<file path="config.mk">
export PLATFORM = sky130hd
export DESIGN_NAME = rp_top
export DESIGN_NICKNAME = d
export VERILOG_FILES = /design/src/rp_pkg.sv /design/src/dac_mixer.sv /design/src/adc_frontend.sv /design/src/dac_output.sv /design/src/sys_ctrl.sv /design/src/rp_top.sv
export SDC_FILE = /design/constraint.sdc
export NUM_CORES = 1
export LEC_CHECK = 0
export ABC_AREA = 1
export BUFFER_PORTS_ARGS = -buffer_cell sky130_fd_sc_hd__buf_2
export CAP_MARGIN = 20
export CORE_ASPECT_RATIO = 1.1
export CORE_MARGIN = 1.5
export CORE_UTILIZATION = 53
export CTS_CLUSTER_DIAMETER = 40
export CTS_CLUSTER_SIZE = 10
export DETAILED_ROUTE_END_ITERATION = 8
export PLACE_DENSITY = 0.87
export SETUP_SLACK_MARGIN = 0.4
export SKIP_LAST_GASP = 1
export SYNTH_ARGS = -nofsm -noshare
export SYNTH_HDL_FRONTEND = slang
export SYNTH_SLANG_ARGS = --single-unit
</file>
<file path="constraint.sdc">
create_clock -name adc_clk -period 2.5 [get_ports adc_clk]
set_input_delay 0.5 -clock adc_clk [delete_from_list [all_inputs] [get_ports adc_clk]]
set_output_delay 0.5 -clock adc_clk [all_outputs]
set_load 0.005 [all_outputs]
</file>
<file path="src/rp_pkg.sv">
// Shared definitions for the ADC/DAC signal path
// Width constants, vector types, system bus structs
// Region and register map, slope conversion helper

`default_nettype none

package rp_pkg;

  // ----------------------------------------------------------
  // Widths
  // ----------------------------------------------------------
  localparam int SMP_W      = 14;  // ADC/DAC sample
  localparam int RB_W       = 16;  // RadioBox word
  localparam int PIN_W      = 16;  // ADC pin bus, two LSBs reserved
  localparam int LED_W      = 8;
  localparam int REGION_LSB = 20;  // Region field starts here
  localparam int REGION_CNT = 8;
  localparam int REGION_W   = $clog2(REGION_CNT);  // Bits 22..20

  // ----------------------------------------------------------
  // Vector types
  // ----------------------------------------------------------
  typedef logic        [PIN_W-1:0] adc_pins_t;  // Raw pin word
  typedef logic signed [SMP_W-1:0] sample_t;    // Two's complement
  typedef logic        [SMP_W-1:0] dac_code_t;  // Negative slope code
  typedef logic signed [SMP_W:0]   mix_sum_t;   // One guard bit
  typedef logic signed [RB_W-1:0]  rb_word_t;
  typedef logic        [LED_W-1:0] led_t;
  typedef logic        [31:0]      bus_word_t;

  // System bus, plain strobes, full-word writes
  typedef struct packed {
    bus_word_t addr;
    bus_word_t wdata;
    logic      wen;   // One-cycle pulse
    logic      ren;   // One-cycle pulse
  } sys_req_t;

  typedef struct packed {
    bus_word_t rdata;
    logic      ack;   // One cycle after the request
  } sys_rsp_t;

  // ----------------------------------------------------------
  // Register map, offsets within a region
  // ----------------------------------------------------------
  localparam int REGION_HK = 0;  // Housekeeping
  localparam int REGION_RB = 1;  // RadioBox and ADC readback

  localparam logic [REGION_LSB-1:0] HK_ID_OFS   = 20'h0_0000;  // RO
  localparam logic [REGION_LSB-1:0] HK_LOOP_OFS = 20'h0_0004;  // Bit 0 digital loop
  localparam logic [REGION_LSB-1:0] HK_LED_OFS  = 20'h0_0008;
  localparam bus_word_t             HK_ID_VALUE = 32'h5250_0001;

  localparam logic [REGION_LSB-1:0] RB_CTRL_OFS = 20'h0_0000;  // Activate, LED enable
  localparam logic [REGION_LSB-1:0] RB_LED_OFS  = 20'h0_0004;
  localparam logic [REGION_LSB-1:0] RB_ADC_OFS  = 20'h0_0008;  // RO, {B, A}

  // Negative slope <-> two's complement, same bit operation both ways
  function automatic logic [SMP_W-1:0] slope_flip(input logic [SMP_W-1:0] v);
    return {v[SMP_W-1], ~v[SMP_W-2:0]};  // Keep MSB, invert the rest
  endfunction

endpackage

`default_nettype wire

</file>
<file path="src/dac_mixer.sv">
// DAC mixing for both channels
// Generator plus regulator in 15 bits, saturated back to 14

`timescale 1ns/10ps
`default_nettype none

module dac_mixer (
  input  wire rp_pkg::sample_t asg_a_i,  // Generator A
  input  wire rp_pkg::sample_t asg_b_i,  // Generator B
  input  wire rp_pkg::sample_t pid_a_i,  // Regulator A
  input  wire rp_pkg::sample_t pid_b_i,  // Regulator B
  output rp_pkg::sample_t      dac_a_o,
  output rp_pkg::sample_t      dac_b_o
);

  rp_pkg::mix_sum_t sum_a;
  rp_pkg::mix_sum_t sum_b;

  // Clamp to 8191 / -8192 when the guard bit disagrees with the MSB
  function automatic rp_pkg::sample_t saturate(input rp_pkg::mix_sum_t s);
    logic sgn;
    sgn = s[rp_pkg::SMP_W];  // True sign of the sum
    if (s[rp_pkg::SMP_W] ^ s[rp_pkg::SMP_W-1]) begin
      return {sgn, {(rp_pkg::SMP_W-1){~sgn}}};  // Overflow
    end
    return s[rp_pkg::SMP_W-1:0];  // In range
  endfunction

  // ----------------------------------------------------------
  // Sum, sign-extended to 15 bits by context
  // ----------------------------------------------------------
  assign sum_a = asg_a_i + pid_a_i;
  assign sum_b = asg_b_i + pid_b_i;

  // ----------------------------------------------------------
  // Saturation, purely combinational
  // ----------------------------------------------------------
  assign dac_a_o = saturate(sum_a);
  assign dac_b_o = saturate(sum_b);

endmodule

`default_nettype wire

</file>
<file path="src/adc_frontend.sv">
// ADC capture for both channels
// Pin word to two's complement, digital loopback select, sample register

`timescale 1ns/10ps
`default_nettype none

module adc_frontend (
  input  wire                    adc_clk,
  input  wire                    rst_n_i,
  input  wire rp_pkg::adc_pins_t adc_dat_a_i,     // Raw pins CH A
  input  wire rp_pkg::adc_pins_t adc_dat_b_i,     // Raw pins CH B
  input  wire rp_pkg::sample_t   dac_a_i,         // Saturated DAC value A
  input  wire rp_pkg::sample_t   dac_b_i,         // Saturated DAC value B
  input  wire                    digital_loop_i,  // Loopback on
  output rp_pkg::sample_t        adc_a_o,
  output rp_pkg::sample_t        adc_b_o
);

  localparam int LSB = rp_pkg::PIN_W - rp_pkg::SMP_W;  // Reserved pin bits

  rp_pkg::sample_t conv_a;  // Converted pin value
  rp_pkg::sample_t conv_b;
  rp_pkg::sample_t next_a;  // After loopback mux
  rp_pkg::sample_t next_b;

  // ----------------------------------------------------------
  // Conversion, top 14 pin bits only
  // ----------------------------------------------------------
  assign conv_a = rp_pkg::slope_flip(adc_dat_a_i[rp_pkg::PIN_W-1:LSB]);
  assign conv_b = rp_pkg::slope_flip(adc_dat_b_i[rp_pkg::PIN_W-1:LSB]);

  // Loopback replaces the sampled pins
  assign next_a = digital_loop_i ? dac_a_i : conv_a;
  assign next_b = digital_loop_i ? dac_b_i : conv_b;

  // ----------------------------------------------------------
  // Sample registers, latency 1
  // ----------------------------------------------------------
  always_ff @(posedge adc_clk or negedge rst_n_i) begin
    if (!rst_n_i) begin
      adc_a_o <= '0;
      adc_b_o <= '0;
    end else begin
      adc_a_o <= next_a;
      adc_b_o <= next_b;
    end
  end

endmodule

`default_nettype wire

</file>
<file path="src/dac_output.sv">
// DAC output stage for both channels
// RadioBox override, back to negative slope, output registers

`timescale 1ns/10ps
`default_nettype none

module dac_output (
  input  wire                   adc_clk,
  input  wire                   rst_n_i,
  input  wire rp_pkg::sample_t  dac_a_i,         // Mixed, saturated A
  input  wire rp_pkg::sample_t  dac_b_i,         // Mixed, saturated B
  input  wire rp_pkg::rb_word_t rb_out_a_i,      // RadioBox A, 16 bit
  input  wire rp_pkg::rb_word_t rb_out_b_i,      // RadioBox B, 16 bit
  input  wire                   rb_activated_i,  // Override enable
  output rp_pkg::dac_code_t     dac_dat_a_o,
  output rp_pkg::dac_code_t     dac_dat_b_o
);

  localparam int RB_LSB = rp_pkg::RB_W - rp_pkg::SMP_W;  // Dropped RB bits

  rp_pkg::sample_t sel_a;  // Value heading for the DAC
  rp_pkg::sample_t sel_b;

  // ----------------------------------------------------------
  // Source select
  // ----------------------------------------------------------
  // RadioBox uses its top 14 bits only
  assign sel_a = rb_activated_i ? rb_out_a_i[rp_pkg::RB_W-1:RB_LSB] : dac_a_i;
  assign sel_b = rb_activated_i ? rb_out_b_i[rp_pkg::RB_W-1:RB_LSB] : dac_b_i;

  // ----------------------------------------------------------
  // Output registers, negative slope code
  // ----------------------------------------------------------
  always_ff @(posedge adc_clk or negedge rst_n_i) begin
    if (!rst_n_i) begin
      dac_dat_a_o <= '0;
      dac_dat_b_o <= '0;
    end else begin
      dac_dat_a_o <= rp_pkg::slope_flip(sel_a);  // Sign kept, rest inverted
      dac_dat_b_o <= rp_pkg::slope_flip(sel_b);
    end
  end

endmodule

`default_nettype wire

</file>
<file path="src/sys_ctrl.sv">
// System bus slave and control registers
// Region decode, housekeeping and RadioBox registers
// ADC readback, registered response, LED multiplexer

`timescale 1ns/10ps
`default_nettype none

module sys_ctrl (
  input  wire                   adc_clk,
  input  wire                   rst_n_i,
  input  wire rp_pkg::sys_req_t sys_req_i,
  output rp_pkg::sys_rsp_t      sys_rsp_o,
  input  wire rp_pkg::sample_t  adc_a_i,         // For RB_ADC readback
  input  wire rp_pkg::sample_t  adc_b_i,
  output logic                  digital_loop_o,
  output logic                  rb_activated_o,
  output rp_pkg::led_t          led_o
);

  logic [rp_pkg::REGION_W-1:0]   region;      // Address bits 22..20
  logic [rp_pkg::REGION_CNT-1:0] region_sel;  // One-hot
  logic [rp_pkg::REGION_LSB-1:0] ofs;         // Offset inside region
  logic                          hk_wen;
  logic                          rb_wen;
  rp_pkg::led_t                  hk_led;      // Housekeeping LED pattern
  rp_pkg::led_t                  rb_led;      // RadioBox LED pattern
  logic                          rb_leds_en;
  rp_pkg::bus_word_t             rd_data;     // Read mux, unregistered

  // ----------------------------------------------------------
  // Region decode
  // ----------------------------------------------------------
  assign region     = sys_req_i.addr[rp_pkg::REGION_LSB +: rp_pkg::REGION_W];
  assign ofs        = sys_req_i.addr[rp_pkg::REGION_LSB-1:0];
  assign region_sel = rp_pkg::REGION_CNT'(1) << region;

  assign hk_wen = sys_req_i.wen & region_sel[rp_pkg::REGION_HK];
  assign rb_wen = sys_req_i.wen & region_sel[rp_pkg::REGION_RB];

  // ----------------------------------------------------------
  // Region 0, housekeeping
  // ----------------------------------------------------------
  always_ff @(posedge adc_clk or negedge rst_n_i) begin
    if (!rst_n_i) begin
      digital_loop_o <= 1'b0;
      hk_led         <= '0;
    end else if (hk_wen) begin
      case (ofs)
        rp_pkg::HK_LOOP_OFS: digital_loop_o <= sys_req_i.wdata[0];
        rp_pkg::HK_LED_OFS:  hk_led         <= sys_req_i.wdata[rp_pkg::LED_W-1:0];
        default: ;  // ID is read-only, rest ignored
      endcase
    end
  end

  // ----------------------------------------------------------
  // Region 1, RadioBox
  // ----------------------------------------------------------
  always_ff @(posedge adc_clk or negedge rst_n_i) begin
    if (!rst_n_i) begin
      rb_activated_o <= 1'b0;
      rb_leds_en     <= 1'b0;
      rb_led         <= '0;
    end else if (rb_wen) begin
      case (ofs)
        rp_pkg::RB_CTRL_OFS: begin
          rb_activated_o <= sys_req_i.wdata[0];
          rb_leds_en     <= sys_req_i.wdata[1];
        end
        rp_pkg::RB_LED_OFS: rb_led <= sys_req_i.wdata[rp_pkg::LED_W-1:0];
        default: ;  // ADC readback is read-only
      endcase
    end
  end

  // ----------------------------------------------------------
  // Read mux
  // ----------------------------------------------------------
  // Regions 2..7 and unknown offsets fall through as zero
  always_comb begin
    rd_data = '0;
    if (region_sel[rp_pkg::REGION_HK]) begin
      case (ofs)
        rp_pkg::HK_ID_OFS:   rd_data = rp_pkg::HK_ID_VALUE;
        rp_pkg::HK_LOOP_OFS: rd_data = {31'b0, digital_loop_o};
        rp_pkg::HK_LED_OFS:  rd_data = {24'b0, hk_led};
        default:             rd_data = '0;
      endcase
    end else if (region_sel[rp_pkg::REGION_RB]) begin
      case (ofs)
        rp_pkg::RB_CTRL_OFS: rd_data = {30'b0, rb_leds_en, rb_activated_o};
        rp_pkg::RB_LED_OFS:  rd_data = {24'b0, rb_led};
        rp_pkg::RB_ADC_OFS:  rd_data = {2'b00, adc_b_i, 2'b00, adc_a_i};  // Sample at request edge
        default:             rd_data = '0;
      endcase
    end
  end

  // ----------------------------------------------------------
  // Response, one cycle after each strobe
  // ----------------------------------------------------------
  always_ff @(posedge adc_clk or negedge rst_n_i) begin
    if (!rst_n_i) begin
      sys_rsp_o <= '0;
    end else begin
      sys_rsp_o.ack   <= sys_req_i.wen | sys_req_i.ren;  // Every region acks
      sys_rsp_o.rdata <= sys_req_i.ren ? rd_data : '0;   // Zero on writes
    end
  end

  // LED source, RadioBox wins when enabled
  assign led_o = rb_leds_en ? rb_led : hk_led;

endmodule

`default_nettype wire

</file>
<file path="src/rp_top.sv">
// Board top level, single adc_clk domain
// Bus slave and control, ADC capture, DAC mixing and DAC output stage

`timescale 1ns/10ps
`default_nettype none

module rp_top (
  input  wire                   adc_clk,
  input  wire                   rst_n_i,
  // ADC pins
  input  wire rp_pkg::adc_pins_t adc_dat_a_i,
  input  wire rp_pkg::adc_pins_t adc_dat_b_i,
  // Generator and regulator
  input  wire rp_pkg::sample_t  asg_a_i,
  input  wire rp_pkg::sample_t  asg_b_i,
  input  wire rp_pkg::sample_t  pid_a_i,
  input  wire rp_pkg::sample_t  pid_b_i,
  // RadioBox outputs
  input  wire rp_pkg::rb_word_t rb_out_a_i,
  input  wire rp_pkg::rb_word_t rb_out_b_i,
  // System bus
  input  wire rp_pkg::sys_req_t sys_req_i,
  output wire rp_pkg::sys_rsp_t sys_rsp_o,
  // DAC and LEDs
  output wire rp_pkg::dac_code_t dac_dat_a_o,
  output wire rp_pkg::dac_code_t dac_dat_b_o,
  output wire rp_pkg::led_t     led_o
);

  // ----------------------------------------------------------
  // Internal nets
  // ----------------------------------------------------------
  wire logic            digital_loop;  // HK -> ADC frontend
  wire logic            rb_activated;  // RB -> DAC output
  wire rp_pkg::sample_t dac_a;         // Saturated mix, to DAC and loopback
  wire rp_pkg::sample_t dac_b;
  wire rp_pkg::sample_t adc_a;         // Samples, back to readback
  wire rp_pkg::sample_t adc_b;

  // Control and bus
  sys_ctrl i_sys_ctrl (
    .adc_clk        (adc_clk),
    .rst_n_i        (rst_n_i),
    .sys_req_i      (sys_req_i),
    .sys_rsp_o      (sys_rsp_o),
    .adc_a_i        (adc_a),
    .adc_b_i        (adc_b),
    .digital_loop_o (digital_loop),
    .rb_activated_o (rb_activated),
    .led_o          (led_o)
  );

  // ADC capture
  adc_frontend i_adc_frontend (
    .adc_clk        (adc_clk),
    .rst_n_i        (rst_n_i),
    .adc_dat_a_i    (adc_dat_a_i),
    .adc_dat_b_i    (adc_dat_b_i),
    .dac_a_i        (dac_a),
    .dac_b_i        (dac_b),
    .digital_loop_i (digital_loop),
    .adc_a_o        (adc_a),
    .adc_b_o        (adc_b)
  );

  // Generator + regulator, combinational
  dac_mixer i_dac_mixer (
    .asg_a_i (asg_a_i),
    .asg_b_i (asg_b_i),
    .pid_a_i (pid_a_i),
    .pid_b_i (pid_b_i),
    .dac_a_o (dac_a),
    .dac_b_o (dac_b)
  );

  // DAC registers, RadioBox override
  dac_output i_dac_output (
    .adc_clk        (adc_clk),
    .rst_n_i        (rst_n_i),
    .dac_a_i        (dac_a),
    .dac_b_i        (dac_b),
    .rb_out_a_i     (rb_out_a_i),
    .rb_out_b_i     (rb_out_b_i),
    .rb_activated_i (rb_activated),
    .dac_dat_a_o    (dac_dat_a_o),
    .dac_dat_b_o    (dac_dat_b_o)
  );

endmodule

`default_nettype wire

</file>
==> impl_metrics.toml <==
[drt]
via_per_inst = 5.14
via_count = 5718
final_antenna_net_count = 0
drt_wl_total_um = 15700
drt_iter0_drc = 310
drt_pass1_iterations = 6
post-route-drc-count = 0
wl_per_cell_um = 14.1

[clocking]
clockBufferDepth = 2
cts_htree_levels = 3
clk_latency_ns = 0.34
cts-root-buf = "clkbuf_16"
cts_tree = "yes"
clock-sinks = 105
clk_pin_slew_worst_paths_ns = 0.06
cts_buffers = 9

[floorplan]
die_width_um = 105
core_area_sq_um = 11100
dieArea_sq_um = 12200
ios = 257
initial_core_util = 0.552
rows = 40
die_height_um = 116

[sta]
min_period_ns = 2.03
fin_skew_ns = 0.00451
finalMaxSlewViolations = 0
hold_viol_final = 0
slew_headroom = 0.458
worst_slack_ns = 0.465
setup_viol = 0
tns_ns = 0
rsz0062_at_grt = "no"
max_freq_mhz = 491
tightest_slew_ns = 0.813
fin_crit_sh = 0.814

[synthesis]
synth_area_per_cell_sq_um = 8.28
synth_edf_count = 0
ys_ff_latch = 105
synth_warnings = 0
ys_async_sr_fraction = 1.00
synth_top_flop_cell = "dfrtp_1"
synth_area_sq_um = 6110
synth_cells = 738
synth-seq-area-share = 0.430
synth.distinct_cells = 40

[min_path]
hold_path_class = "input pin to async pin"

[grt]
antenna_found_initial = 0
grt_max_degree = 44
grt_pass1_vias = 5365
grt_pass1_wl_um = 24300
grt_usage = 0.252
overflow = 0

[critical_path]
cp_data_required_time_ns = 2.76
r2r_slack_ns = 0.96
critPathLaunchType = "input pin"
arrival_ns = 2.30
cp-startpoint = "asg_b_i[0]"
cp_max_fo = 6
end_kind = "flop"
critPathKind = "input pin to flop"
r2r_start = "i_sys_ctrl.rb_activated_o$_DFFE_PN0P_"

[final_layout]
fin_cells = 1112
antenna_cells = 0
nets = 1179
syn_to_final_growth_pct = 30.0
drive_above_1_share = 0.354

[power_and_ir_drop]
vdd_ir_drop_max_v = 0.000320
p_leak_nw = 4.17
powerDensity_nw_per_um2 = 551

[flow_run]
drv_cap = 0

[place]
dp.cells = 1091
gp_congestion = 0.854
portBuffers = 212
pre_cts_ws_ns = 0.0494
place_hpwl_um = 12100

[outcome]
outcome = "complete, no violations"
-- routing by layer --
metal  global-route usage  share of wire  wire length (um)
met1                0.313           0.41              6490
met2                0.448           0.50              7820
met3               0.0343          0.059               927
met4                0.103          0.028               444
met5                    0              0                 0
-- synthesized netlist by cell type (all sizes together), types with 3 or more instances --
library cell | number | area share
o21ai | 56 | 0.051
or2 | 4 | 0.0041
ha | 28 | 0.057
nor3b | 16 | 0.020
a22o | 5 | 0.0072
inv | 67 | 0.041
buf | 15 | 0.021
a21boi | 24 | 0.037
nor2 | 47 | 0.029
a21oi | 36 | 0.039
clkbuf | 9 | 0.0055
xnor2 | 12 | 0.017
xor2 | 6 | 0.0086
nand3 | 35 | 0.030
nand4 | 3 | 0.0031
mux2 | 7 | 0.013
o21bai | 4 | 0.0049
nor3 | 6 | 0.0082
nand2 | 237 | 0.15
dfrtp | 105 | 0.43
a31oi | 8 | 0.0082
-- stage by stage --
| stage | util | hold slack (ns) | total power, mW | cell area (sq um) |
|---|---|---|---|---|
| global placement | 0.665 | 0.470 | 2.95 | 7360 |
| detailed placement | 0.665 | 0.470 | 2.98 | 7360 |
| floorplan | - | 0.204 | 2.54 | 6130 |
| CTS | 0.692 | 0.153 | 4.30 | 7660 |
| finish | 0.718 | 0.145 | 4.38 | 7940 |
| global route | 0.718 | 0.179 | 4.62 | 7940 |
-- cell families (layout without fill, tap and decap cells) --
group / count (synthesis) / after routing / share of synthesized area
xor+xnor: 18 / 18 / 0.0258
other cells: 1 / 3 / 0.000614
mux: 7 / 7 / 0.0129
flops: 105 / 105 / 0.430
fa+ha+maj: 30 / 30 / 0.0639
simple gates: 352 / 354 / 0.250
compound gates: 134 / 134 / 0.149
buf+inv: 91 / 314 / 0.0674
-- final timing paths --
check,end,cells after the start
worst max-delay path,i_adc_frontend.adc_b_o[4]$_DFF_PN0_,15
worst min-delay path,i_adc_frontend.adc_b_o[2]$_DFF_PN0_,1
worst max register to register,i_dac_output.dac_dat_a_o[5]$_DFF_PN0_,3
worst min register to register,i_sys_ctrl.hk_led[0]$_DFFE_PN0P_,2
max in group asynchronous,i_dac_output.dac_dat_b_o[10]$_DFF_PN0_,2
min in group adc_clk,i_adc_frontend.adc_a_o[10]$_DFF_PN0_,2
-- critical path, stage by stage --
cell       delay, ns
buf_2           0.11
ha_4            0.17
fa_2            0.36
nand2_2         0.08
nand2_2         0.06
nand3_2         0.08
nand2_4         0.07
nand2_4         0.08
nand2_2         0.07
nand2_2         0.09
nand2_4         0.07
a21oi_4         0.23
clkbuf_16       0.18
nand2_1         0.06
o21ai_0         0.07
-- cell usage in the layout (no fill, tap or decap), types with 4 or more instances in the layout --
cell and n:
buf_12 4, nand2_1 212, a21boi_1 10, buf_2 211, o21ai_2 11, xor2_1 6
nor3_2 4, a21boi_2 12, nand2_4 9, a21oi_2 9, o21ai_1 15, xnor2_1 12
mux2_2 7, a21oi_1 23, inv_1 66, o21bai_1 4, ha_2 4, nand3_1 32
a21oi_4 4, nor3b_1 16, ha_1 16, clkbuf_16 10, a31oi_1 8, a22o_1 5
buf_4 14, nand2_2 18, nor2_1 44, ha_4 8, o21ai_0 30, dfrtp_1 105
-- power by group --
part	internal, mW	switching, mW
logic	0.500	0.653
registers	1.85	0.0441
clock network	0.766	0.567
-- area by class of cell --
cell class / count / area [sq um]
Clock buffer: 11 / 233
Clock inverter: 4 / 45.0
Fill cell: 911 / 3120
Inverter: 67 / 251
Multi-Input combinational cell: 546 / 3310
Sequential cell: 105 / 2630
Tap cell: 147 / 184
Timing Repair Buffer: 232 / 1290
-- registers in the layout (all words and copies together), names as in the netlist --
signal	flops
i_sys_ctrl.digital_loop_o	1
i_sys_ctrl.rb_led	8
i_adc_frontend.adc_a_o	14
i_dac_output.dac_dat_a_o	14
i_sys_ctrl.hk_led	8
i_adc_frontend.adc_b_o	14
i_sys_ctrl.rb_activated_o	1
i_dac_output.dac_dat_b_o	14
i_sys_ctrl.sys_rsp_o	30
i_sys_ctrl.rb_leds_en	1
-- repair_timing --
action | 4_1_cts | 5_1_grt
pin swaps | 1 | 14
gates cloned | 0 | 3
setup endpoints to repair | 1 | 52
hold buffers | 0 | 0
buffers inserted | 1 | 2
gates resized for setup | 0 | 49
Note: power is estimated with default switching activity, not from simulation.
